==> src/design/rvIsaPkg.sv <==
// RV32I ISA definitions
// Field types, major opcodes and ALU operation codes for decode and execute
package rvIsaPkg;

    localparam int XLen = 32;

    typedef logic [XLen-1:0] xlen_t;   // Data, address or PC word
    typedef logic [31:0]     inst_t;   // Raw instruction word
    typedef logic [6:0]      opcode_t;
    typedef logic [2:0]      funct3_t;
    typedef logic [4:0]      regPtr_t; // rs1/rs2/rd as encoded

    ////////////////////
    // Major opcodes
    ////////////////////
    localparam opcode_t OpOp     = 7'b0110011; // R-type ALU
    localparam opcode_t OpImm    = 7'b0010011; // I-type ALU
    localparam opcode_t OpLui    = 7'b0110111;
    localparam opcode_t OpAuipc  = 7'b0010111;
    localparam opcode_t OpBranch = 7'b1100011;
    localparam opcode_t OpJal    = 7'b1101111;
    localparam opcode_t OpJalr   = 7'b1100111;
    localparam opcode_t OpStore  = 7'b0100011; // SB/SH/SW

    // ALU operations, decoded in Q102H
    typedef enum logic [3:0] {
        AluAdd, AluSub, AluSlt, AluSltu, AluSll,
        AluSrl, AluSra, AluXor, AluOr, AluAnd
    } aluOp_t;

endpackage

==> src/design/barrelPkg.sv <==
// Barrel core definitions
// Thread count, per-thread register banks, boot PCs and pipe types
package barrelPkg;

    localparam int NumThreads = 4;
    localparam int NumRegs    = 16; // Registers per thread bank

    typedef logic [NumThreads-1:0]         threadRing_t; // One-hot
    typedef logic [$clog2(NumThreads)-1:0] threadId_t;
    typedef logic [$clog2(NumRegs)-1:0]    bankPtr_t;    // rs/rd bit 4 dropped
    typedef logic [3:0]                    byteEn_t;     // One bit per store byte

    ////////////////////
    // Reset PC per thread
    ////////////////////
    // Each thread boots into its own program region
    localparam rvIsaPkg::xlen_t ThreadBootPc [NumThreads] = '{
        32'h0000_0000,
        32'h0000_0100,
        32'h0000_0200,
        32'h0000_0300
    };

endpackage

==> src/design/threadFetch.sv <==
// Thread fetch, Q100H
// Rotates the one-hot thread ring and issues the selected thread's PC
`timescale 1ns/1ps

module threadFetch
    import rvIsaPkg::*, barrelPkg::*;
(
    input  logic      QClk,
    input  logic      arstN,
    input  xlen_t     nextPcQ102H, // From execute, for the thread in Q102H
    output xlen_t     pcQ100H,
    output threadId_t threadQ100H
);

    threadRing_t threadRing;      // Thread in Q100H
    threadRing_t ringQ102H;       // Thread in Q102H
    logic [1:0]  issueVld;        // Q101H, Q102H slots filled since reset
    xlen_t       threadPc [NumThreads];

    ////////////////////
    // Thread ring
    ////////////////////
    always_ff @(posedge QClk or negedge arstN) begin
        if (!arstN) begin
            threadRing <= threadRing_t'(1); // Thread 0 first
            issueVld   <= '0;
        end else begin
            threadRing <= {threadRing[NumThreads-2:0], threadRing[NumThreads-1]};
            issueVld   <= {issueVld[0], 1'b1};
        end
    end

    // Two slots behind Q100H
    assign ringQ102H = {threadRing[1:0], threadRing[NumThreads-1:2]};

    // Per-thread PCs, only the Q102H owner updates
    always_ff @(posedge QClk or negedge arstN) begin
        if (!arstN) begin
            for (int i = 0; i < NumThreads; i++) threadPc[i] <= ThreadBootPc[i];
        end else if (issueVld[1]) begin // Skip the empty slots after reset
            for (int i = 0; i < NumThreads; i++) begin
                if (ringQ102H[i]) threadPc[i] <= nextPcQ102H;
            end
        end
    end

    // One-hot select of the issuing thread
    always_comb begin
        pcQ100H     = threadPc[0];
        threadQ100H = '0;
        for (int i = 0; i < NumThreads; i++) begin
            if (threadRing[i]) begin
                pcQ100H     = threadPc[i];
                threadQ100H = threadId_t'(i);
            end
        end
    end

    ringOneHot : assert property (@(posedge QClk) disable iff (!arstN) $onehot(threadRing));

endmodule

==> config.mk <==
export PLATFORM = sky130hd
export DESIGN_NAME = threadFetch
export DESIGN_NICKNAME = d
export VERILOG_FILES = /design/src/design/rvIsaPkg.sv /design/src/design/barrelPkg.sv /design/src/design/threadFetch.sv
export SDC_FILE = /design/constraint.sdc
export NUM_CORES = 1
export LEC_CHECK = 0
export ABC_AREA = 1
export BUFFER_PORTS_ARGS = -buffer_cell sky130_fd_sc_hd__buf_2
export CORE_UTILIZATION = 29
export DETAILED_ROUTE_END_ITERATION = 12
export HOLD_SLACK_MARGIN = 0.02
export SETUP_SLACK_MARGIN = 0.2
export SLEW_MARGIN = 30
export SYNTH_ARGS = -nofsm -noshare
export SYNTH_HDL_FRONTEND = slang
export SYNTH_SLANG_ARGS = --single-unit
==> constraint.sdc <==
create_clock -name QClk -period 1.2 [get_ports QClk]
set_input_delay 0.06 -clock QClk [delete_from_list [all_inputs] [get_ports QClk]]
set_output_delay 0.06 -clock QClk [all_outputs]
set_load 0.05 [all_outputs]
* After elaboration in Yosys (flattened, before gate mapping)
Index checks and enable logic that the tools add are counted.
** Storage, ports and cells
- Register bits after elaboration :: 134
- Bits of input ports :: 34
- Word-level logic and storage cells :: 16
** Operators by class
- Muxes and demuxes :: 6
- Reduce and logical (&&, ||, !) cells :: 4
** Operators by type and width (count)
- two-way mux 32 bit :: 3
- AND reduction 2 bit :: 4
- two-way mux 2 bit :: 2
- two-way mux 1 bit :: 1

* Logic depth before layout (Yosys ltp)
- Word-level depth :: 3
- Mapped depth :: 6

* Least setup slack after synthesis
OpenSTA, ideal clock, no wires.
- Path type :: reg2out
- From :: register threadRing[2]
- To :: output threadQ100H[0]
- Arrival time :: 1.471 ns
- Slack :: -0.331 ns
- Stages on the path, launching flop included :: 4
- Buffers on the path :: 2
- Path through :: dfrtp_1 > buf_2 > clkbuf_1 > o21bai_1
** Between the ends
- Longest elaborated chain between the ends :: 2
** RTL lines
- start: declaration :: RTL line threadFetch.sv:15 : threadRing_t threadRing;
- start signal: assignment :: RTL line threadFetch.sv:25 : threadRing <= threadRing_t'(1);
- start signal: assignment :: RTL line threadFetch.sv:28 : threadRing <= {threadRing[NumThreads-2:0], threadRing[NumThreads-1]};
- two-way mux 2 bit (2 in a row) :: RTL line threadFetch.sv:52 : if (threadRing[i]) begin
- end: declaration :: RTL line threadFetch.sv:12 : output threadId_t threadQ100H
Every way passes these cells.

* Final worst setup path
- From :: register threadRing[2]
- To :: output pcQ100H[5]
** Between the ends
- Longest elaborated chain between the ends :: 2
** RTL lines
- two-way mux 32 bit (2 in a row) :: RTL line threadFetch.sv:52
- end: declaration :: RTL line threadFetch.sv:11 : output xlen_t pcQ100H,
Every way passes these cells.

==> results.cfg <==
[worst_setup_path]
master_of_the_slowest_instance_on_the_critical_path = sky130_fd_sc_hd__dfrtp_2
endpoint_kind = output pin
startpoint = threadRing[2]
crit_type = register to output pin
rr_startpoint = issueVld[1]
worst_setup_path_start_kind = register
critical_path.max_fanout = 8
worstPathRequired_ns = 1.14
critical_path.max_stage_delay_ns = 0.45
timing.critical_path.max_delay_family = flip-flops
critical_path.cell_chain = buf_6 -> buf_16 -> nand2_2 -> nor2_1 -> nor2_2 -> nand2_4 -> buf_8
worstPathBufferInverterCount = 3
worst-endpoint-arrival_ns = 1.65

[grt]
grt_total_ovfl = 0
grt_antenna_before_repair = 0
grt_first_pass_wirelength_mm = 28.6
number_of_global_route_vias_before_repair = 5571
grt_start_max_net_pins = 39
track_usage = 0.169

[clock_tree]
clock_tree.root_cell = sky130_fd_sc_hd__clkbuf_16
clk_sinks = 134
clock_tree.htree_level_count = 4
worstSkewPairLatency_ns = 0.42
cts.path.max_buffers = 2
numCtsBuffers = 17
cts_tree = done
clk_transition_reported_paths_ns = 0.06

[synth]
synthesis.instances = 828
yosys_warnings = 0
synth_seq_area_share = 0.542
ys_types = 14
syn-cell-area_um2 = 6200
avgSynthCellArea_um2 = 7.48
mappedNetlistNets = 862
ys_ff_latch = 134

[sta]
finalCritPeriodShare = 1.42
setup_slack_ns = -0.509
finalHoldViolCount = 0
grt_setup_unrepaired = yes
max_clock_freq_mhz = 585
fin_worst_skew_ns = 0.00813
timing.setup.tns_ns = -21.08
setup_viol_count_final = 146
finalWorstPathRequiredPeriod_ns = 1.71
maxSlewViolCount = 0

[route]
drt_iter0_drc = 296
vias = 5897
routed_wirelength_mm = 20.8
detail-route-antenna-nets = 0
post-route-drc-count = 0
via_per_inst = 4.68
avgRoutedWirePerCell_um = 16.5
drt_pre_antenna_iters = 5

[pwr]
p_leak_nw = 5.65
comb_power_share = 0.037
sw_frac_of_total = 0.221
share_seq_of_total_power = 0.443
power_density_nw_per_um2 = 960
switchingPower_mw = 2.26
power.total_mw = 10.2
power.share.clock = 0.521
max-vdd-ir-drop_mv = 0.935
p_int_mw = 7.98

[place]
gp_congestion = 0.723
dp_worst_setup_slack_ns = -0.143
port_buffers = 67
place_inst = 1157
postPlaceCellArea_um2 = 7510
place_hpwl_mm = 10.5

[worst_hold_path]
min_path_type = input port to asynchronous set/reset pin

[floorplanning]
rows = 53
dieWidth_um = 148
core_um2 = 21000
io_pins = 68
start_util = 0.296
dieHeight_um = 148
die_area_um2 = 22000

[finish]
final-instance-count-excl-fill = 1260
antenna_cells = 0
flow.area_growth_from_synthesis_pct = 72.2
final_area_um2 = 10700
drive_above_1_share = 0.442
finish.net_count = 1007
final.fill_count = 1874

[run_status]
result_of_the_run = finished with violations
failing_checks = setup timing

[run]
drv_cap = 0
==> final cells by class <==
| type | instances | area [µm²] | share of cell area |
|---|---|---|---|
| tap | 275 | 344 | 0.0322 |
| clock inverter | 12 | 154 | 0.0144 |
| clock buffer | 19 | 443 | 0.0415 |
| inverter | 130 | 494 | 0.0463 |
| sequential | 134 | 3360 | 0.315 |
| timing repair buffer | 168 | 2290 | 0.215 |
| multi-input combinational | 522 | 3580 | 0.336 |
==> metrics by stage <==
stage | util | hold slack (ns)
floorplan | - | -0.236
global placement | 0.358 | 0.00218
detailed placement | 0.358 | 0.00419
CTS | 0.449 | 0.118
global route | 0.509 | 0.154
finish | 0.509 | 0.119
==> worst paths after layout <==
path	end	slack, ns	cells past startpoint
min in group QClk	issueVld[1]	0.36	0
max in group asynchronous	threadPc[72]	0.51	3
hold reg to reg	issueVld[1]	0.36	0
setup reg to reg	threadPc[12]	-0.13	5
setup / recovery	pcQ100H[5]	-0.51	7
hold / removal	threadPc[94]	0.12	2
==> Yosys cell counts <==
cell / instances / area share
sky130_fd_sc_hd__dfrtp_1: 129 / 0.52
sky130_fd_sc_hd__inv_1: 110 / 0.067
sky130_fd_sc_hd__conb_1: 1 / 0.00061
sky130_fd_sc_hd__clkinv_1: 20 / 0.012
sky130_fd_sc_hd__dfstp_2: 5 / 0.021
sky130_fd_sc_hd__o21ai_0: 105 / 0.085
sky130_fd_sc_hd__o21bai_1: 1 / 0.0012
sky130_fd_sc_hd__buf_2: 21 / 0.017
sky130_fd_sc_hd__nor2_1: 64 / 0.039
sky130_fd_sc_hd__nor2_2: 1 / 0.0010
sky130_fd_sc_hd__nand2_1: 292 / 0.18
sky130_fd_sc_hd__o21ai_1: 23 / 0.019
sky130_fd_sc_hd__clkbuf_1: 24 / 0.015
sky130_fd_sc_hd__nand3_1: 32 / 0.026
==> power by group through the flow <==
stage | clock, mW | combinational [mW] | sequential (mW)
after global routing | 5.60 | 0.418 | 4.53
final | 5.34 | 0.374 | 4.53
after global placement | 0 | 0.251 | 4.61
after detailed placement | 0 | 0.251 | 4.61
after floorplan | 0 | 0.0428 | 4.61
after CTS | 5.43 | 0.336 | 4.53
==> worst reg2reg max path, cell delays in order, from the launching register on <==
cell and delay [ns]:
sky130_fd_sc_hd__dfrtp_2 0.56, sky130_fd_sc_hd__buf_6 0.20, sky130_fd_sc_hd__nand2_8 0.12, sky130_fd_sc_hd__buf_12 0.17, sky130_fd_sc_hd__nand2_1 0.07, sky130_fd_sc_hd__o21ai_0 0.09
==> cell families (layout without fill, tap and decap cells) <==
family | Yosys count | after routing | share of synthesized area
compound gates | 129 | 129 | 0.105
buf+inv | 175 | 329 | 0.110
simple gates | 389 | 392 | 0.242
flops | 134 | 134 | 0.542
other cells | 1 | 1 | 0.000605
==> per-layer routing <==
layer,GRT usage,up-vias,routed length (µm)
met5,0,-,0
li1,-,2821,-
met1,0.214,2882,8680
met4,0.0428,0,522
met2,0.292,155,10600
met3,0.0371,39,979
==> repair_timing <==
| action | in CTS | in global routing |
|---|---|---|
| pin swaps | 29 | 25 |
| buffers inserted | 6 | 3 |
| gates resized for setup | 240 | 261 |
| gates cloned | 6 | 24 |
| hold endpoints to repair | 255 | 0 |
| setup endpoints to repair | 162 | 162 |
| hold buffers | 33 | 0 |
==> sequential cells by signal, indices dropped and copies added (netlist names) <==
signal and count:
issueVld 2, threadPc 128, threadRing 4
==> placed cells by master, fill, tap and decap left out, types with 16 or more instances in the layout <==
master	netlist	routed
sky130_fd_sc_hd__clkbuf_16	0	33
sky130_fd_sc_hd__nand2_2	0	58
sky130_fd_sc_hd__nor2_4	0	16
sky130_fd_sc_hd__o21ai_2	0	39
sky130_fd_sc_hd__buf_12	0	24
sky130_fd_sc_hd__o21ai_1	23	80
sky130_fd_sc_hd__nor2_2	1	31
sky130_fd_sc_hd__nand2_4	0	70
sky130_fd_sc_hd__nand3_4	0	20
sky130_fd_sc_hd__nand2_1	292	162
sky130_fd_sc_hd__buf_2	21	32
sky130_fd_sc_hd__dfrtp_1	129	125
sky130_fd_sc_hd__dlygate4sd3_1	0	33
sky130_fd_sc_hd__nor2_1	64	18
sky130_fd_sc_hd__inv_1	110	109
sky130_fd_sc_hd__buf_8	0	36
(Power assumes the default switching activity.)
