==> config.mk <==
export PLATFORM = sky130hd
export DESIGN_NAME = threadRegFile_flat
export DESIGN_NICKNAME = d
export VERILOG_FILES = /design/src/design/rvIsaPkg.sv /design/src/design/barrelPkg.sv /design/src/design/pipeIfs.sv /design/src/design/threadRegFile.sv /design/src/flat_wrapper.sv
export SDC_FILE = /design/constraint.sdc
export NUM_CORES = 2
export LEC_CHECK = 0
export BUFFER_PORTS_ARGS = -buffer_cell sky130_fd_sc_hd__buf_4
export CAP_MARGIN = 40
export CORE_MARGIN = 2
export CORE_UTILIZATION = 30
export CTS_CLUSTER_DIAMETER = 80
export DETAILED_ROUTE_END_ITERATION = 10
export PLACE_DENSITY = 0.43
export SYNTH_ARGS = -nofsm -noshare
export SYNTH_HDL_FRONTEND = slang
export SYNTH_SLANG_ARGS = --single-unit
==> constraint.sdc <==
create_clock -name QClk -period 3.8 [get_ports QClk]
set_input_delay 0 -clock QClk [delete_from_list [all_inputs] [get_ports QClk]]
set_output_delay 0 -clock QClk [all_outputs]
set_load 0.02 [all_outputs]
==> src/design/rvIsaPkg.sv <==
// RV32I ISA definitions
// Field types, major opcodes and ALU operation codes for decode and execute
package rvIsaPkg;

    localparam int XLen = 32;

    typedef logic [XLen-1:0] xlen_t;   // Data, address or PC word
    typedef logic [31:0]     inst_t;   // Raw instruction word
    typedef logic [6:0]      opcode_t;
    typedef logic [2:0]      funct3_t;
    typedef logic [4:0]      regPtr_t; // rs1/rs2/rd as encoded

    ////////////////////
    // Major opcodes
    ////////////////////
    localparam opcode_t OpOp     = 7'b0110011; // R-type ALU
    localparam opcode_t OpImm    = 7'b0010011; // I-type ALU
    localparam opcode_t OpLui    = 7'b0110111;
    localparam opcode_t OpAuipc  = 7'b0010111;
    localparam opcode_t OpBranch = 7'b1100011;
    localparam opcode_t OpJal    = 7'b1101111;
    localparam opcode_t OpJalr   = 7'b1100111;
    localparam opcode_t OpStore  = 7'b0100011; // SB/SH/SW

    // ALU operations, decoded in Q102H
    typedef enum logic [3:0] {
        AluAdd, AluSub, AluSlt, AluSltu, AluSll,
        AluSrl, AluSra, AluXor, AluOr, AluAnd
    } aluOp_t;

endpackage

==> src/design/barrelPkg.sv <==
// Barrel core definitions
// Thread count, per-thread register banks, boot PCs and pipe types
package barrelPkg;

    localparam int NumThreads = 4;
    localparam int NumRegs    = 16; // Registers per thread bank

    typedef logic [NumThreads-1:0]         threadRing_t; // One-hot
    typedef logic [$clog2(NumThreads)-1:0] threadId_t;
    typedef logic [$clog2(NumRegs)-1:0]    bankPtr_t;    // rs/rd bit 4 dropped
    typedef logic [3:0]                    byteEn_t;     // One bit per store byte

    ////////////////////
    // Reset PC per thread
    ////////////////////
    // Each thread boots into its own program region
    localparam rvIsaPkg::xlen_t ThreadBootPc [NumThreads] = '{
        32'h0000_0000,
        32'h0000_0100,
        32'h0000_0200,
        32'h0000_0300
    };

endpackage

==> src/design/pipeIfs.sv <==
// Barrel core stage interfaces
// Register file read and write ports plus the Q102H and Q103H stage bundles
`timescale 1ns/1ps

// Q101H register read, same cycle answer
interface regReadIf
    import rvIsaPkg::*, barrelPkg::*;
();
    threadId_t thread;
    regPtr_t   rs1Ptr;
    regPtr_t   rs2Ptr;
    xlen_t     rs1Data;
    xlen_t     rs2Data;

    modport requester (output thread, rs1Ptr, rs2Ptr, input rs1Data, rs2Data);
    modport responder (input thread, rs1Ptr, rs2Ptr, output rs1Data, rs2Data);
endinterface

// Q104H writeback, lands at the closing edge
interface regWriteIf
    import rvIsaPkg::*, barrelPkg::*;
();
    logic      wrEn;
    threadId_t thread;
    regPtr_t   wrPtr;
    xlen_t     wrData;

    modport source (output wrEn, thread, wrPtr, wrData);
    modport sink   (input wrEn, thread, wrPtr, wrData);
endinterface


==> src/design/threadRegFile.sv <==
// Per-thread register file
// Four banks of 16 words, two combinational reads and one clocked write
`timescale 1ns/1ps

module threadRegFile
    import rvIsaPkg::*, barrelPkg::*;
(
    input  logic        QClk,
    input  logic        arstN,
    regReadIf.responder rd,
    regWriteIf.sink     wr
);

    xlen_t    bank [NumThreads][NumRegs];
    bankPtr_t wrIdx;

    assign wrIdx = bankPtr_t'(wr.wrPtr); // Bit 4 unused with 16 regs

    // Write at the edge closing Q104H
    always_ff @(posedge QClk or negedge arstN) begin
        if (!arstN) begin
            for (int t = 0; t < NumThreads; t++) begin
                for (int r = 0; r < NumRegs; r++) bank[t][r] <= '0;
            end
        end else if (wr.wrEn && (wrIdx != '0)) begin // x0 stays zero
            bank[wr.thread][wrIdx] <= wr.wrData;
        end
    end

    // Q101H reads
    assign rd.rs1Data = bank[rd.thread][bankPtr_t'(rd.rs1Ptr)];
    assign rd.rs2Data = bank[rd.thread][bankPtr_t'(rd.rs2Ptr)];

    // Programs may only name x0..x15
    wrPtrInBank : assert property (@(posedge QClk) disable iff (!arstN)
        wr.wrEn |-> (wr.wrPtr < NumRegs));

endmodule

==> src/flat_wrapper.sv <==
// flat-port wrapper written by rule: the top's interface ports become plain ports
module threadRegFile_flat import rvIsaPkg::*, barrelPkg::*;
  (QClk, arstN, rd_thread, rd_rs1Ptr, rd_rs2Ptr, rd_rs1Data, rd_rs2Data, wr_wrEn, wr_thread, wr_wrPtr, wr_wrData);
  regReadIf rd_i ();
  regWriteIf wr_i ();
  input  logic QClk;
  input  logic arstN;
  input wire logic [$bits(rd_i.thread)-1:0] rd_thread;
  input wire logic [$bits(rd_i.rs1Ptr)-1:0] rd_rs1Ptr;
  input wire logic [$bits(rd_i.rs2Ptr)-1:0] rd_rs2Ptr;
  output wire logic [$bits(rd_i.rs1Data)-1:0] rd_rs1Data;
  output wire logic [$bits(rd_i.rs2Data)-1:0] rd_rs2Data;
  input wire logic [$bits(wr_i.wrEn)-1:0] wr_wrEn;
  input wire logic [$bits(wr_i.thread)-1:0] wr_thread;
  input wire logic [$bits(wr_i.wrPtr)-1:0] wr_wrPtr;
  input wire logic [$bits(wr_i.wrData)-1:0] wr_wrData;
  assign rd_i.thread = rd_thread;
  assign rd_i.rs1Ptr = rd_rs1Ptr;
  assign rd_i.rs2Ptr = rd_rs2Ptr;
  assign rd_rs1Data = rd_i.rs1Data;
  assign rd_rs2Data = rd_i.rs2Data;
  assign wr_i.wrEn = wr_wrEn;
  assign wr_i.thread = wr_thread;
  assign wr_i.wrPtr = wr_wrPtr;
  assign wr_i.wrData = wr_wrData;
  threadRegFile u_core (.QClk(QClk), .arstN(arstN), .rd(rd_i), .wr(wr_i));
endmodule
# --- Word-level counts from Yosys, hierarchy flattened ---
# Cells that the tools add are included.
classes:
  bitwise_logic: 5
  reduce_logical: 4
  mux: 14
  n_lt_le_gt_ge: 7
op_table:
  columns: ["cell", "count"]
  rows:
  - ["$bwmux W2048", 1]
  - ["$mux W512", 3]
  - ["$bmux W512 S2", 1]
  - ["$demux W512 S2", 1]
  - ["$bmux W32 S4", 2]
  - ["$mux W32", 5]
  - ["$demux W32 S4", 1]
  - ["$ge A5 B5 Y1 const B", 3]
  - ["$not A4 Y5", 3]
  - ["$ge A3 B3 Y1 const B", 2]
  - ["$not A2 Y3", 2]
  - ["$lt A5 B1 Y1 const B", 1]
  - ["$reduce_bool A4 Y1", 1]
  - ["$logic_and A1 B1 Y1", 3]
  - ["$lt A3 B1 Y1 const B", 1]
word_totals:
  wordCells: 94
  ff_bits: 2048
  input_bits: 54

# --- Longest topological paths before layout ---
logic_depth:
  depth_word: 8
  mapped_depth: 7

# --- Least setup slack after synthesis ---
# No wires, ideal clock.
synth_path:
  path_kind: "input port to output port"
  start: "input port rd_thread[1]"
  end: "output port rd_rs1Data[10]"
  slack_ps: 1718
  stages: 7
  arrival_time_ps: 2082
  cell_sequence: "clkbuf_1 > clkbuf_1 > buf_1 > mux4_2 > a22oi_1 > a21oi_1 > or4_1"
synth_between:
  elab_chain_cells: 7
synth_lines:
  columns: ["item", "line", "text"]
  rows:
  - ["from (decl)", "flat_wrapper.sv:8", "input wire logic [$bits(rd_i.thread)-1:0] rd_thread;"]
  - ["$not A2 Y3 (implied by the code)", "threadRegFile.sv:31", "assign rd.rs1Data = bank[rd.thread][bankPtr_t'(rd.rs1Ptr)];"]
  - ["$bmux W512 S2", "threadRegFile.sv:31", null]
  - ["$mux W512 (implied by the code) (2 in series)", "threadRegFile.sv:31", null]
  - ["$bmux W32 S4", "threadRegFile.sv:31", null]
  - ["$mux W32 (implied by the code) (2 in series)", "threadRegFile.sv:31", null]
  - ["to (decl)", "flat_wrapper.sv:11", "output wire logic [$bits(rd_i.rs1Data)-1:0] rd_rs1Data;"]
# No other way between the ends. The select of a mux whose other input is x is not followed.

# --- Worst setup path in the final report ---
layout_path:
  start: "register u_core.bank[1692] (netlist name)"
  end: "output port rd_rs2Data[28]"
layout_between:
  elab_chain_cells: 6
layout_lines:
  columns: ["item", "line", "text"]
  rows:
  - ["from (decl)", "threadRegFile.sv:14", "xlen_t bank [NumThreads][NumRegs];"]
  - ["from (signal, indexed assignment)", "threadRegFile.sv:26", "bank[wr.thread][wrIdx] <= wr.wrData;"]
  - ["$bmux W512 S2", "threadRegFile.sv:32", "assign rd.rs2Data = bank[rd.thread][bankPtr_t'(rd.rs2Ptr)];"]
  - ["$mux W512 (implied by the code) (2 in series)", "threadRegFile.sv:32", null]
  - ["$bmux W32 S4", "threadRegFile.sv:32", null]
  - ["$mux W32 (implied by the code) (2 in series)", "threadRegFile.sv:32", null]
  - ["to (decl)", "flat_wrapper.sv:12", "output wire logic [$bits(rd_i.rs2Data)-1:0] rd_rs2Data;"]
# No other way between the ends. The select of a mux whose other input is x is not followed.

==> impl_metrics.toml <==
[detailed_routing]
drc = 0
firstDrtPassIters = 5
routed_wl_um = 325000
vias_per_cell = 5.39
ant_nets = 0
dr.first_iter.drc_count = 4050
wire_per_inst_um = 31.3
num_vias = 56100

[synth]
synthCells = 6174
yosysTopAreaCell = "dfrtp_1"
synth-compound-area-share_pct = 5.47
yosys.area_share.simple_pct = 1.03
synth.area.mux_share_pct = 35.4
synth-xor-area-share_pct = 0
async_reset_ff_share_pct = 100
synth_top_family_by_area = "multiplexers"
syn_area_per_cell_um2 = 15.2
syn_nets = 6228
syn_area_um2 = 93700
seq_area_frac_synth_pct = 54.7
synth.area.top_cells = "dfrtp_1, mux2_2, mux4_2"
yosysWarnings = 0
ys_ff_latch = 2048
synth_top_area_share_pct = 54.7
synthAdderAreaFrac_pct = 0
synth_ff_type = "dfrtp_1"
synth_edf_count = 0
yosys.cell_types.count = 21

[timing]
slew_headroom_pct = 39.8
maxSlewViolCount = 0
tightest_slew_ps = 904
fmax_ghz = 0.316
fin_worst_skew_ps = 0
setup_tns_ps = 0
hold_viol_final = 0
period_minus_slack_ps = 3170
period_share_pct = 83.4
worst_slack_ps = 632
setup_viol = 0
grt_setup_unrepaired = "no"

[placed_design]
port_buffers = 114
dpl.hpwl_um = 197000
dp_cells = 9956
dp_slack_ps = 981
place_congestion = 0.759

[worst_setup_path]
crit_arrival_ps = 3170
worst_setup_path_end_kind = "output port"
critPathMaxFanout = 2
cp_top_family = "simple AND/OR/NAND/NOR gates"
crit_chain = "mux4_2, a22oi_1, a21oi_1, or4_1, buf_4"
startpoint_type = "flop"
crit_slowest_cell = "or4_1"
slowest_delay_ps = 750
required_ps = 3800
crit_buf_inv = 1
worst-setup-path-type = "flop to output port"

[power_and_ir_drop]
switching_share_pct = 25.6
pwr-share-seq_pct = 46.5
p_leak_uw = 0.0478
peakVddDrop_mv = 0.339
p_switching_uw = 14200
combPwrFrac_pct = 13.8
clkPwrFrac_pct = 39.7
p_int_uw = 41300
power_density_nw_per_um2 = 513

[cells_and_area]
drive_gt1_share_pct = 51.8
fin_cells = 10400
reg_top3 = "u_core.bank: 2048 flops"
largest_reg_flops = 2048
top_register = "u_core.bank"
fin_util_pct = 34.7
layout.cells.most_common = "dfrtp_1"
most-common-layout-cells = "dfrtp_1, mux2_2, mux4_2, a22oi_1, buf_4"
final_nets = 6148
num-fill-cells = 29800
syn_to_final_growth_pct = 15.4

[clock_network]
clockBufferDepth = 4
cts_tree = "done"
post_cts_buffers = 0
root_buffer = "clkbuf_16"
htreeDepth = 4
clock_sinks = 2048
insertion_delay_ps = 870
cts_buffers = 233
cts_resized = 0
clk_pin_slew_ps = 60
ctsHoldBuffers = 43

[min_path]
hold_path_class = "input port to asynchronous set/reset pin"

[global_route]
grt_use_total_pct = 20.4
grt_first_pass_wirelength_um = 462000
grt_pass1_vias = 58900
grt_overflow = 0
grt_max_degree = 130
grt_antenna_before_repair = 25

[outcome]
status = "completed"

[die]
start_util_pct = 30.1
coreArea_um2 = 311000
std_cell_rows = 205
dieArea_um2 = 317000
die_h_um = 563
io_pins = 118
die_w_um = 563

[run]
drv_cap = 0
[metrics by stage]
step	power (uW)	hold slack (ps)	cell area, um2
detailed placement	33900	98.5	100000
global placement	33600	81.4	99700
floorplan	31000	-296	93700
global route	57900	83.3	108000
finish	55500	78.2	108000
CTS	56200	21.3	108000
[synth_stat cells, types with 6 or more instances]
library cell	n
a21oi_1	256
a22oi_1	512
buf_1	97
buf_2	92
buf_4	9
buf_6	28
clkbuf_1	531
dfrtp_1	2048
mux2_2	1920
mux4_2	512
nand2_1	29
nand2b_1	6
nor2_1	43
nor2b_1	8
or4_1	64
[worst min-delay path, delay by kind of cell]
kind,cells,cell delay (ps)
buffers and inverters,3,1240
[layout make-up]
class / instances / area (um2) / share of cell area [%]
Timing Repair Buffer: 442 / 4730 / 4.38
Clock inverter: 45 / 442 / 0.408
Clock buffer: 351 / 6840 / 6.32
Sequential cell: 2048 / 51200 / 47.4
Antenna cell: 6 / 15.0 / 0.0139
Tap cell: 4140 / 5180 / 4.79
Multi-Input combinational cell: 3369 / 39700 / 36.7
[routing by layer]
metal  GRT usage (%)  routed length [um]  vias to the layer above
li1                -                   -                    23100
met1            28.2              147000                    31300
met2            33.1              154000                     1312
met3            2.75               13300                      437
met4            6.25               10200                        2
met5               0                  13                        -
[worst paths after layout]
path / start / endpoint / slack [ps] / depth (start not counted)
setup / recovery: u_core.bank[1692] / rd_rs2Data[28] / 630 / 5
hold / removal: arstN / u_core.bank[1883] / 80 / 3
setup reg to reg: u_core.bank[1142] / u_core.bank[1142] / 3010 / 1
hold reg to reg: u_core.bank[1010] / u_core.bank[1010] / 370 / 0
max in group asynchronous: arstN / u_core.bank[849] / 2900 / 4
min in group QClk: wr_wrEn / u_core.bank[224] / 100 / 5
[kinds of logic after synthesis]
kind of cell,after synthesis
AOI/OAI and AO/OA,768
and+or+nand+nor,169
DFF,2048
buffers and inverters,757
muxes,2432
[power by group through the flow]
stage          Combinational, uW  Clock [uW]  Sequential (uW)
4_1_cts                     7770       22700            25800
2_1_floorplan               5300           0            25700
6_report                    7660       22000            25800
3_5_place_dp                7700           0            26200
5_1_grt                     8250       23600            26100
3_3_place_gp                7510           0            26000
(Power assumes the default switching activity.)
