`config.mk`:
```
export PLATFORM = sky130hd
export DESIGN_NAME = storeWriteback_flat
export DESIGN_NICKNAME = d
export VERILOG_FILES = /design/src/design/rvIsaPkg.sv /design/src/design/barrelPkg.sv /design/src/design/pipeIfs.sv /design/src/design/storeWriteback.sv /design/src/flat_wrapper.sv
export SDC_FILE = /design/constraint.sdc
export NUM_CORES = 1
export LEC_CHECK = 0
export BUFFER_PORTS_ARGS = -buffer_cell sky130_fd_sc_hd__buf_2
export CAP_MARGIN = 20
export CORE_MARGIN = 10
export CORE_UTILIZATION = 38
export CTS_CLUSTER_SIZE = 8
export DETAILED_ROUTE_END_ITERATION = 6
export PLACE_DENSITY = 0.78
export SYNTH_ARGS = -nofsm -noshare
export SYNTH_HDL_FRONTEND = slang
export SYNTH_SLANG_ARGS = --single-unit
```
`constraint.sdc`:
```
create_clock -name QClk -period 1.15 [get_ports QClk]
set_clock_uncertainty 0.05 [all_clocks]
set_input_delay 0.0575 -clock QClk [delete_from_list [all_inputs] [get_ports QClk]]
set_output_delay 0.0575 -clock QClk [all_outputs]
set_load 0.01 [all_outputs]
```
`src/design/rvIsaPkg.sv`:
```
// RV32I ISA definitions
// Field types, major opcodes and ALU operation codes for decode and execute
package rvIsaPkg;

    localparam int XLen = 32;

    typedef logic [XLen-1:0] xlen_t;   // Data, address or PC word
    typedef logic [31:0]     inst_t;   // Raw instruction word
    typedef logic [6:0]      opcode_t;
    typedef logic [2:0]      funct3_t;
    typedef logic [4:0]      regPtr_t; // rs1/rs2/rd as encoded

    ////////////////////
    // Major opcodes
    ////////////////////
    localparam opcode_t OpOp     = 7'b0110011; // R-type ALU
    localparam opcode_t OpImm    = 7'b0010011; // I-type ALU
    localparam opcode_t OpLui    = 7'b0110111;
    localparam opcode_t OpAuipc  = 7'b0010111;
    localparam opcode_t OpBranch = 7'b1100011;
    localparam opcode_t OpJal    = 7'b1101111;
    localparam opcode_t OpJalr   = 7'b1100111;
    localparam opcode_t OpStore  = 7'b0100011; // SB/SH/SW

    // ALU operations, decoded in Q102H
    typedef enum logic [3:0] {
        AluAdd, AluSub, AluSlt, AluSltu, AluSll,
        AluSrl, AluSra, AluXor, AluOr, AluAnd
    } aluOp_t;

endpackage

```
`src/design/barrelPkg.sv`:
```
// Barrel core definitions
// Thread count, per-thread register banks, boot PCs and pipe types
package barrelPkg;

    localparam int NumThreads = 4;
    localparam int NumRegs    = 16; // Registers per thread bank

    typedef logic [NumThreads-1:0]         threadRing_t; // One-hot
    typedef logic [$clog2(NumThreads)-1:0] threadId_t;
    typedef logic [$clog2(NumRegs)-1:0]    bankPtr_t;    // rs/rd bit 4 dropped
    typedef logic [3:0]                    byteEn_t;     // One bit per store byte

    ////////////////////
    // Reset PC per thread
    ////////////////////
    // Each thread boots into its own program region
    localparam rvIsaPkg::xlen_t ThreadBootPc [NumThreads] = '{
        32'h0000_0000,
        32'h0000_0100,
        32'h0000_0200,
        32'h0000_0300
    };

endpackage

```
`src/design/pipeIfs.sv`:
```


// Q104H writeback, lands at the closing edge
interface regWriteIf
    import rvIsaPkg::*, barrelPkg::*;
();
    logic      wrEn;
    threadId_t thread;
    regPtr_t   wrPtr;
    xlen_t     wrData;

    modport source (output wrEn, thread, wrPtr, wrData);
    modport sink   (input wrEn, thread, wrPtr, wrData);
endinterface


// Execute to store/writeback, Q103H fields
interface execResultIf
    import rvIsaPkg::*, barrelPkg::*;
();
    xlen_t     aluOut;   // Result or store address
    xlen_t     pcPlus4;  // Link value
    xlen_t     rs2Data;  // Store data
    funct3_t   funct3;
    regPtr_t   rdPtr;
    threadId_t thread;
    logic      memWr;
    logic      pcToReg;
    logic      regWr;

    modport source (output aluOut, pcPlus4, rs2Data, funct3, rdPtr, thread,
                    memWr, pcToReg, regWr);
    modport sink   (input aluOut, pcPlus4, rs2Data, funct3, rdPtr, thread,
                    memWr, pcToReg, regWr);
endinterface

```
`src/design/storeWriteback.sv`:
```
// Store and writeback, Q103H and Q104H
// Drives the data-memory store port and selects the register write data
`timescale 1ns/1ps

module storeWriteback
    import rvIsaPkg::*, barrelPkg::*;
(
    input  logic       QClk,
    input  logic       arstN,
    execResultIf.sink  xr,
    regWriteIf.source  wr,
    output xlen_t      memAdrsQ103H,
    output xlen_t      memWrDataQ103H,
    output logic       memWrQ103H,
    output byteEn_t    memByteEnQ103H
);

    xlen_t aluOutQ104H;
    xlen_t pcPlus4Q104H;
    logic  pcToRegQ104H;

    // Store port, straight from Q103H
    assign memAdrsQ103H   = xr.aluOut;
    assign memWrDataQ103H = xr.rs2Data;
    assign memWrQ103H     = xr.memWr;

    always_comb begin
        case (xr.funct3[1:0])
            2'b00:   memByteEnQ103H = 4'b0001; // SB
            2'b01:   memByteEnQ103H = 4'b0011; // SH
            2'b10:   memByteEnQ103H = 4'b1111; // SW
            default: memByteEnQ103H = 4'b0000;
        endcase
    end

    ////////////////////
    // Q103H -> Q104H
    ////////////////////
    always_ff @(posedge QClk) begin
        aluOutQ104H  <= xr.aluOut;
        pcPlus4Q104H <= xr.pcPlus4;
        wr.wrPtr     <= xr.rdPtr;
        wr.thread    <= xr.thread;
    end

    always_ff @(posedge QClk or negedge arstN) begin
        if (!arstN) begin
            wr.wrEn      <= 1'b0;
            pcToRegQ104H <= 1'b0;
        end else begin
            wr.wrEn      <= xr.regWr;
            pcToRegQ104H <= xr.pcToReg;
        end
    end

    assign wr.wrData = pcToRegQ104H ? pcPlus4Q104H : aluOutQ104H; // Link or ALU

    // Decode never passes a reserved store width
    storeWidthLegal : assert property (@(posedge QClk) disable iff (!arstN)
        xr.memWr |-> (xr.funct3[1:0] != 2'b11));

endmodule

```
`src/flat_wrapper.sv`:
```
// flat-port wrapper written by rule: the top's interface ports become plain ports
module storeWriteback_flat import rvIsaPkg::*, barrelPkg::*;
  (QClk, arstN, memAdrsQ103H, memWrDataQ103H, memWrQ103H, memByteEnQ103H, xr_aluOut, xr_pcPlus4, xr_rs2Data, xr_funct3, xr_rdPtr, xr_thread, xr_memWr, xr_pcToReg, xr_regWr, wr_wrEn, wr_thread, wr_wrPtr, wr_wrData);
  execResultIf xr_i ();
  regWriteIf wr_i ();
  input  logic QClk;
  input  logic arstN;
  output xlen_t memAdrsQ103H;
  output xlen_t memWrDataQ103H;
  output logic memWrQ103H;
  output byteEn_t memByteEnQ103H;
  input wire logic [$bits(xr_i.aluOut)-1:0] xr_aluOut;
  input wire logic [$bits(xr_i.pcPlus4)-1:0] xr_pcPlus4;
  input wire logic [$bits(xr_i.rs2Data)-1:0] xr_rs2Data;
  input wire logic [$bits(xr_i.funct3)-1:0] xr_funct3;
  input wire logic [$bits(xr_i.rdPtr)-1:0] xr_rdPtr;
  input wire logic [$bits(xr_i.thread)-1:0] xr_thread;
  input wire logic [$bits(xr_i.memWr)-1:0] xr_memWr;
  input wire logic [$bits(xr_i.pcToReg)-1:0] xr_pcToReg;
  input wire logic [$bits(xr_i.regWr)-1:0] xr_regWr;
  output wire logic [$bits(wr_i.wrEn)-1:0] wr_wrEn;
  output wire logic [$bits(wr_i.thread)-1:0] wr_thread;
  output wire logic [$bits(wr_i.wrPtr)-1:0] wr_wrPtr;
  output wire logic [$bits(wr_i.wrData)-1:0] wr_wrData;
  assign xr_i.aluOut = xr_aluOut;
  assign xr_i.pcPlus4 = xr_pcPlus4;
  assign xr_i.rs2Data = xr_rs2Data;
  assign xr_i.funct3 = xr_funct3;
  assign xr_i.rdPtr = xr_rdPtr;
  assign xr_i.thread = xr_thread;
  assign xr_i.memWr = xr_memWr;
  assign xr_i.pcToReg = xr_pcToReg;
  assign xr_i.regWr = xr_regWr;
  assign wr_wrEn = wr_i.wrEn;
  assign wr_thread = wr_i.thread;
  assign wr_wrPtr = wr_i.wrPtr;
  assign wr_wrData = wr_i.wrData;
  storeWriteback u_core (.QClk(QClk), .arstN(arstN), .xr(xr_i), .wr(wr_i), .memAdrsQ103H(memAdrsQ103H), .memWrDataQ103H(memWrDataQ103H), .memWrQ103H(memWrQ103H), .memByteEnQ103H(memByteEnQ103H));
endmodule
```
# After elaboration in Yosys (flattened, before gate mapping)
# Index checks and enable logic that the tools add are counted.
dict set report classes {
  n_eq_ne 2
  n_mux 2
  reduce_logical 1
}
# op count
set ops {}
lappend ops {{$mux W32} 1}
lappend ops {{$pmux W4 S3} 1}
lappend ops {{$eq A2 B1 Y1 const B} 1}
lappend ops {{$eq A2 B2 Y1 const B} 1}
lappend ops {{$logic_not A2 Y1} 1}
dict set report totals {
  reg_bits 73
  elab_cells 11
  output_inout_bits 109
}

# Depth between registers and ports, before layout
# Gate-level depths: netlist of run 1.
dict set report depth {
  ltp_word 2
  depth_mapped 3
}

# Worst setup path after synthesis of run 1
# Ideal clock, no wire load.
dict set report synth_timing {
  kind {reg-to-output}
  startpoint {register u_core.pcToRegQ104H}
  endpoint {output wr_wrData[0]}
  arrival_time_ns 0.933
  path_slack_ns 0.109
  path_stages_with_launch 4
  path_cell_list {dfrtp_1 -> buf_6 -> buf_12 -> mux2_4}
}
dict set report synth_via {
  elab_chain_len 1
}
# item line_no
set synth_rtl {}
lappend synth_rtl {{start: declaration} storeWriteback.sv:20} ;# logic pcToRegQ104H;
lappend synth_rtl {{start signal: assignment} storeWriteback.sv:52} ;# pcToRegQ104H <= xr.pcToReg;
lappend synth_rtl {{$mux W32} storeWriteback.sv:56} ;# assign wr.wrData = pcToRegQ104H ? pcPlus4Q104H : aluOutQ104H;
lappend synth_rtl {{end: declaration} flat_wrapper.sv:24} ;# output wire logic [$bits(wr_i.wrData)-1:0] wr_wrData;
# No other way between the ends.

# Final worst setup path of run 1
dict set report layout_timing {
  startpoint {register u_core.pcToRegQ104H}
  endpoint {output wr_wrData[5]}
}
# Same word-level chain as after synthesis.

==> results.tsv, run 1 <==
stage	metric	value	unit
floorplanning	core_area	6420	µm²
power	combPwrFrac	16.3	%
synthesis	synthCells	180	
clocking	postCtsSetupRepairBufs	0	
power	p_per_area	1440	nW/µm²
layout	post-route-cell-area	4060	µm²
floorplanning	dieArea	10400	µm²
power	p_total	0.00582	W
critical_path	cp_slowest_cell	dfrtp_2	
placement	dp.cells	341	
critical_path	critPathMaxStageDelay	0.44	ns
floorplanning	rows	29	
power	internal-power	0.00456	W
placement	place_area	2880	µm²
clocking	clockBufferDepth	2	
routing	routed_wl	7.54	mm
power	pwr-share-clk	37.3	%
floorplanning	die_height	102	µm
critical_path	cp_data_arrival_time	1.38	ns
global_routing	grt_max_degree	17	
synthesis	ys_seq_elements	73	
global_routing	antenna_found_initial	0	
routing	detail_route.iter0.violations	28	
layout	final_cells	432	
sta	post-route-period-util	130	%
clocking	cts-root-buf	clkbuf_8	
global_routing	grt_pass1_vias	2115	
sta	clock.fmax	671	MHz
global_routing	track_usage	14.5	%
synthesis	yosysWarnings	0	
routing	antenna_left	0	
routing	firstDrtPassIters	4	
synthesis	syn_avg_cell_area	14.2	µm²
critical_path	cp_cell_sequence	buf_12, mux2_4, buf_6	
worst_hold_path	hold_path.class	primary input to primary output	
placement	place.gp.congestion	0.644	
worst_hold_path	min_from	xr_rs2Data[1]	
layout	nNetsFinal	463	
floorplanning	ios	220	
flow_run	drv_cap	0	
sta	period_minus_slack	1.49	ns
sta	tightest_slew	0.142	ns
outcome	violations	negative setup slack	
outcome	outcome	finished, violations left	
placement	port_buffers	152	
power	swShare	21.8	%
synthesis	yosysSeqAreaShare	57.8	%
global_routing	gr-total-overflow	0	
clocking	cts_buffers	9	
power	seq_power_share	46.4	%
sta	setup_viol	32	
routing	wl_per_cell	17.5	µm
power	irDropWorstVdd	0.00102	V
sta	rsz0062_at_grt	true	
clocking	cts_tree	yes	
floorplanning	die_width	102	µm
placement	dp_slack	-0.0298	ns
layout	n_antenna_cell	0	
sta	fin_ws	-0.339	ns
critical_path	endpoint_kind	primary output	
clocking	htreeDepth	3	
routing	dr_total_vias	1800	
floorplanning	start_util	39.7	%
sta	hold_viol_final	0	
layout	drive_gt1_share	56.9	%
sta	slew_violations	0	
clocking	clk_pin_slew	0.06	ns
power	switchingPower	0.00127	W
clocking	cts.sink_count	73	
sta	maxSlewHeadroom	90.5	%
layout	final_util	63.2	%
critical_path	worstPathRequired	1.04	ns
power	p_leak	2.03	nW
global_routing	grt_pass1_wl	11.4	mm
synthesis	synthesis.nets	293	
synthesis	synth.cell_area	2550	µm²
layout	area_growth	59.3	%
critical_path	crit_start	u_core.pcToRegQ104H	
synthesis	synth_cell_types	9	
critical_path	crit_end	wr_wrData[5]	
critical_path	critPathLaunchType	flip-flop	
critical_path	worstSetupPathType	flip-flop to primary output	
routing	via_per_inst	4.17	
critical_path	cp_max_fo	16	
routing	remaining_drc_errors	0	
placement	dpl.hpwl	4.76	mm
cells by family (layout without fill, tap and decap cells):
family / after synthesis / in the layout / share of synthesized area (%)
adders and majority gates: 2 / 2 / 0.982
buffers and inverters: 73 / 248 / 22.7
DFF: 73 / 73 / 57.8
muxes: 32 / 32 / 18.6
worst max-delay path, delay by kind of cell (launching register included):
kind | cells | cell delay [ns]
flops | 1 | 0.44
mux | 1 | 0.31
buf+inv | 2 | 0.29
state kept, by name (all words and copies together) (netlist names):
signal               count
u_core.pcPlus4Q104H     32
u_core.aluOutQ104H      32
u_core.wr.thread         2
u_core.wr.wrEn           1
u_core.wr.wrPtr          5
u_core.pcToRegQ104H      1
power by group through the flow:
| stage | clock (W) | sequential (W) | combinational, W |
|---|---|---|---|
| CTS | 0.00223 | 0.00270 | 0.000938 |
| detailed placement | 0 | 0.00276 | 0.000618 |
| floorplan | 0 | 0.00276 | 0.000497 |
| finish | 0.00217 | 0.00270 | 0.000949 |
| global route | 0.00236 | 0.00272 | 0.00102 |
| global placement | 0 | 0.00275 | 0.000606 |
timing repair:
| action | 4_1_cts | 5_1_grt |
|---|---|---|
| setup endpoints to repair | 32 | 32 |
| hold buffers | 75 | 0 |
| hold endpoints to repair | 75 | 0 |
| gates cloned | 0 | 0 |
| resized for setup | 33 | 1 |
synth_stat cells:
master   number  area [µm²]
ha_1          2        25.0
mux2_2        2        22.5
buf_4        66         495
dfrtp_1       2        50.1
buf_6         1        11.3
dfxtp_1      71        1420
inv_1         3        11.3
mux2_4       30         450
buf_12        3        60.1
per-layer routing:
layer | part of all wire (%) | track usage, % | routed length, µm | vias to the layer above
met5 | 0 | 0 | 0 | -
met1 | 31 | 12.0 | 2370 | 833
met3 | 12 | 7.96 | 903 | 18
met2 | 55 | 27.0 | 4130 | 102
met4 | 1.9 | 7.38 | 144 | 0
li1 | - | - | - | 847
cells in the final DEF, fill, tap and decap left out:
cell type / count
mux2_4: 32
bufinv_16: 2
buf_2: 120
buf_6: 32
dfrtp_1: 1
dlygate4sd3_1: 75
dfxtp_1: 71
dfrtp_2: 1
clkinv_2: 2
ha_1: 2
clkbuf_1: 1
inv_1: 3
clkinv_4: 1
clkbuf_8: 10
buf_12: 2
metrics by stage:
stage / hold slack (ns) / setup TNS, ns
2_1_floorplan: -0.288 / 0
3_3_place_gp: -0.204 / -0.0273
3_5_place_dp: -0.198 / -0.0367
4_1_cts: 0.0651 / -11.10
5_1_grt: 0.0650 / -12.15
6_report: 0.0650 / -10.60
final cells by class:
cell class / count / area [µm²]
clock buffer: 11 / 141
tap: 77 / 96.3
multi-input combinational: 34 / 505
timing repair buffer: 229 / 1750
sequential: 73 / 1470
clock inverter: 5 / 78.8
inverter: 3 / 11.3
fill: 494 / 2360
worst min path at each step:
stage / end / depth (start not counted) / slack, ns
2_1_floorplan: u_core.pcToRegQ104H / 0 / -0.29
3_3_place_gp: u_core.wr.wrEn / 1 / -0.20
3_5_place_dp: u_core.wr.wrEn / 1 / -0.20
4_1_cts: memWrDataQ103H[13] / 0 / 0.07
5_1_grt: memWrDataQ103H[26] / 0 / 0.07
6_report: memWrDataQ103H[1] / 0 / 0.07
Power figures use the tool's default switching activity.
==> inputs of run 2 (changes only) <==
--- a/config.mk
+++ b/config.mk
@@ -7,11 +7,13 @@
 export LEC_CHECK = 0
 export BUFFER_PORTS_ARGS = -buffer_cell sky130_fd_sc_hd__buf_2
 export CAP_MARGIN = 20
+export CORE_ASPECT_RATIO = 2
 export CORE_MARGIN = 10
 export CORE_UTILIZATION = 38
 export CTS_CLUSTER_SIZE = 8
 export DETAILED_ROUTE_END_ITERATION = 6
 export PLACE_DENSITY = 0.78
+export RECOVER_POWER = 50
 export SYNTH_ARGS = -nofsm -noshare
 export SYNTH_HDL_FRONTEND = slang
 export SYNTH_SLANG_ARGS = --single-unit
==> run 2 against run 1 <==
The flow still finishes with violations (negative setup slack). Cell count up 4.2%. Sequential cell count unchanged. First-iteration DRC count up 130%. Largest power group unchanged.
==> results.tsv, run 2 (same netlist as run 1, synthesis figures left out) <==
stage	metric	value	unit
global_routing	track_usage	14.3	%
layout	area_growth	61.7	%
floorplanning	ios	220	
routing	dr_total_vias	1834	
sta	hold_viol_final	0	
global_routing	grt_pass1_wl	11.4	mm
global_routing	antenna_found_initial	5	
global_routing	met2_usage	26.2	%
worst_hold_path	hold_path.class	primary input to primary output	
clocking	cts_buffers	9	
floorplanning	die_height	136	µm
outcome	violations	negative setup slack	
clocking	cts.sink_count	73	
routing	routed_wl	7.58	mm
routing	detail_route.iter0.violations	64	
sta	slew_violations	0	
global_routing	grt_busiest_layer	met2	
sta	period_minus_slack	1.51	ns
power	p_per_area	1530	nW/µm²
global_routing	grtUsageMet3	6.45	%
layout	nNetsFinal	464	
layout	final_util	62.7	%
placement	dp_slack	-0.0486	ns
critical_path	crit_end	wr_wrData[27]	
global_routing	grt_max_degree	19	
clocking	clockBufferDepth	2	
routing	remaining_drc_errors	0	
layout	final_cells	450	
sta	setup_viol	32	
layout	mostFrequentLayoutCells	buf_2 (119), dlygate4sd3_1 (75), dfxtp_1 (71), mux2_4 (30), buf_6 (27)	
critical_path	cp_max_fo	18	
critical_path	worstSetupPathType	flip-flop to primary output	
critical_path	critPathLaunchType	flip-flop	
placement	place.gp.congestion	0.758	
routing	antenna_left	0	
critical_path	worstPathRequired	1.04	ns
power	irDropWorstVdd	0.000914	V
outcome	outcome	finished, violations left	
critical_path	crit_start	u_core.pcToRegQ104H	
layout	post-route-cell-area	4120	µm²
layout	top_regs	u_core.aluOutQ104H: 32 flops, u_core.pcPlus4Q104H: 32 flops, u_core.wr.wrPtr: 5 flops	
sta	fin_ws	-0.359	ns
floorplanning	dieArea	10600	µm²
layout	drive_gt1_share	54.5	%
power	p_leak	2.02	nW
worst_hold_path	min_from	xr_rs2Data[0]	
sta	setup-tns-final	-10.67	ns
routing	firstDrtPassIters	4	
sta	maxSlewHeadroom	89.5	%
global_routing	met1_usage	10.2	%
layout	final_common_cell	buf_2	
sta	post-route-period-util	131	%
critical_path	endpoint_kind	primary output	
floorplanning	rows	42	
clocking	clk_pin_slew	0.05	ns
clocking	cts_tree	yes	
routing	via_per_inst	4.08	
floorplanning	start_util	38.8	%
sta	clock.fmax	663	MHz
placement	dp.cells	352	
sta	rsz0062_at_grt	true	
flow_run	drv_cap	0	
global_routing	grt_pass1_vias	2234	
critical_path	cp_data_arrival_time	1.40	ns
global_routing	gr-total-overflow	0	
routing	wl_per_cell	16.9	µm
placement	port_buffers	152	
floorplanning	die_width	77.9	µm
clocking	cts-root-buf	clkbuf_16	
sta	tightest_slew	0.158	ns
clocking	htreeDepth	3	
placement	place_area	2890	µm²
floorplanning	core_area	6570	µm²
## run 2: changes by cell type in the layout (fill, tap and decap cells not counted), moves of 2 or more
cell,before,now
clkbuf_16,0,9
clkbuf_1,1,10
buf_6,32,27
diode_2,0,6
clkinv_2,2,0
mux2_2,0,2
mux2_4,32,30
clkbuf_8,10,1
## run 2: through the flow
stage	hold WS, ns	total power (W)
finish	0.0650	0.00632
global route	0.0650	0.00658
CTS	0.0651	0.00639
detailed placement	-0.202	0.00339
global placement	-0.202	0.00337
floorplan	-0.288	0.00325
## run 2: per-layer routing
| metal | share of wire [%] | up-vias |
|---|---|---|
| li1 | - | 853 |
| met1 | 27 | 839 |
| met2 | 58 | 97 |
| met3 | 8.3 | 45 |
| met4 | 6.3 | 0 |
| met5 | 0 | - |
## run 2: worst min path at each step
stage                                      to  slack [ns]  cells after the start
after floorplan           u_core.pcToRegQ104H       -0.29                      0
after global placement         u_core.wr.wrEn       -0.20                      1
after detailed placement       u_core.wr.wrEn       -0.20                      1
after CTS                  memWrDataQ103H[11]        0.07                      0
after global routing        memWrDataQ103H[4]        0.07                      0
final                       memWrDataQ103H[0]        0.07                      0
## run 2: cell type report
cell class	count	area (µm²)
sequential	73	1470
fill	498	2450
clock inverter	2	37.5
multi-input combinational	34	498
antenna	6	15.0
timing repair buffer	230	1720
inverter	3	11.3
tap	88	110
clock buffer	14	254
## run 2: where the power goes
| group | switching [W] | internal, W | total, W |
|---|---|---|---|
| logic | 0.000332 | 0.000595 | 0.000927 |
| clock network | 0.000940 | 0.00174 | 0.00268 |
| registers | 0.0000400 | 0.00267 | 0.00271 |
## run 2: worst max-delay path, cell delays in order (launching register included)
cell     delay [ns]
dfrtp_2        0.41
buf_12         0.20
mux2_4         0.31
buf_2          0.15
## run 2: timing repair
action                                  in CTS  in global routing
endpoints found under the setup margin      32                 32
resized for setup                           26                  1
setup buffers                                1                  0
hold endpoints to repair                    75                  0
hold buffers                                75                  0
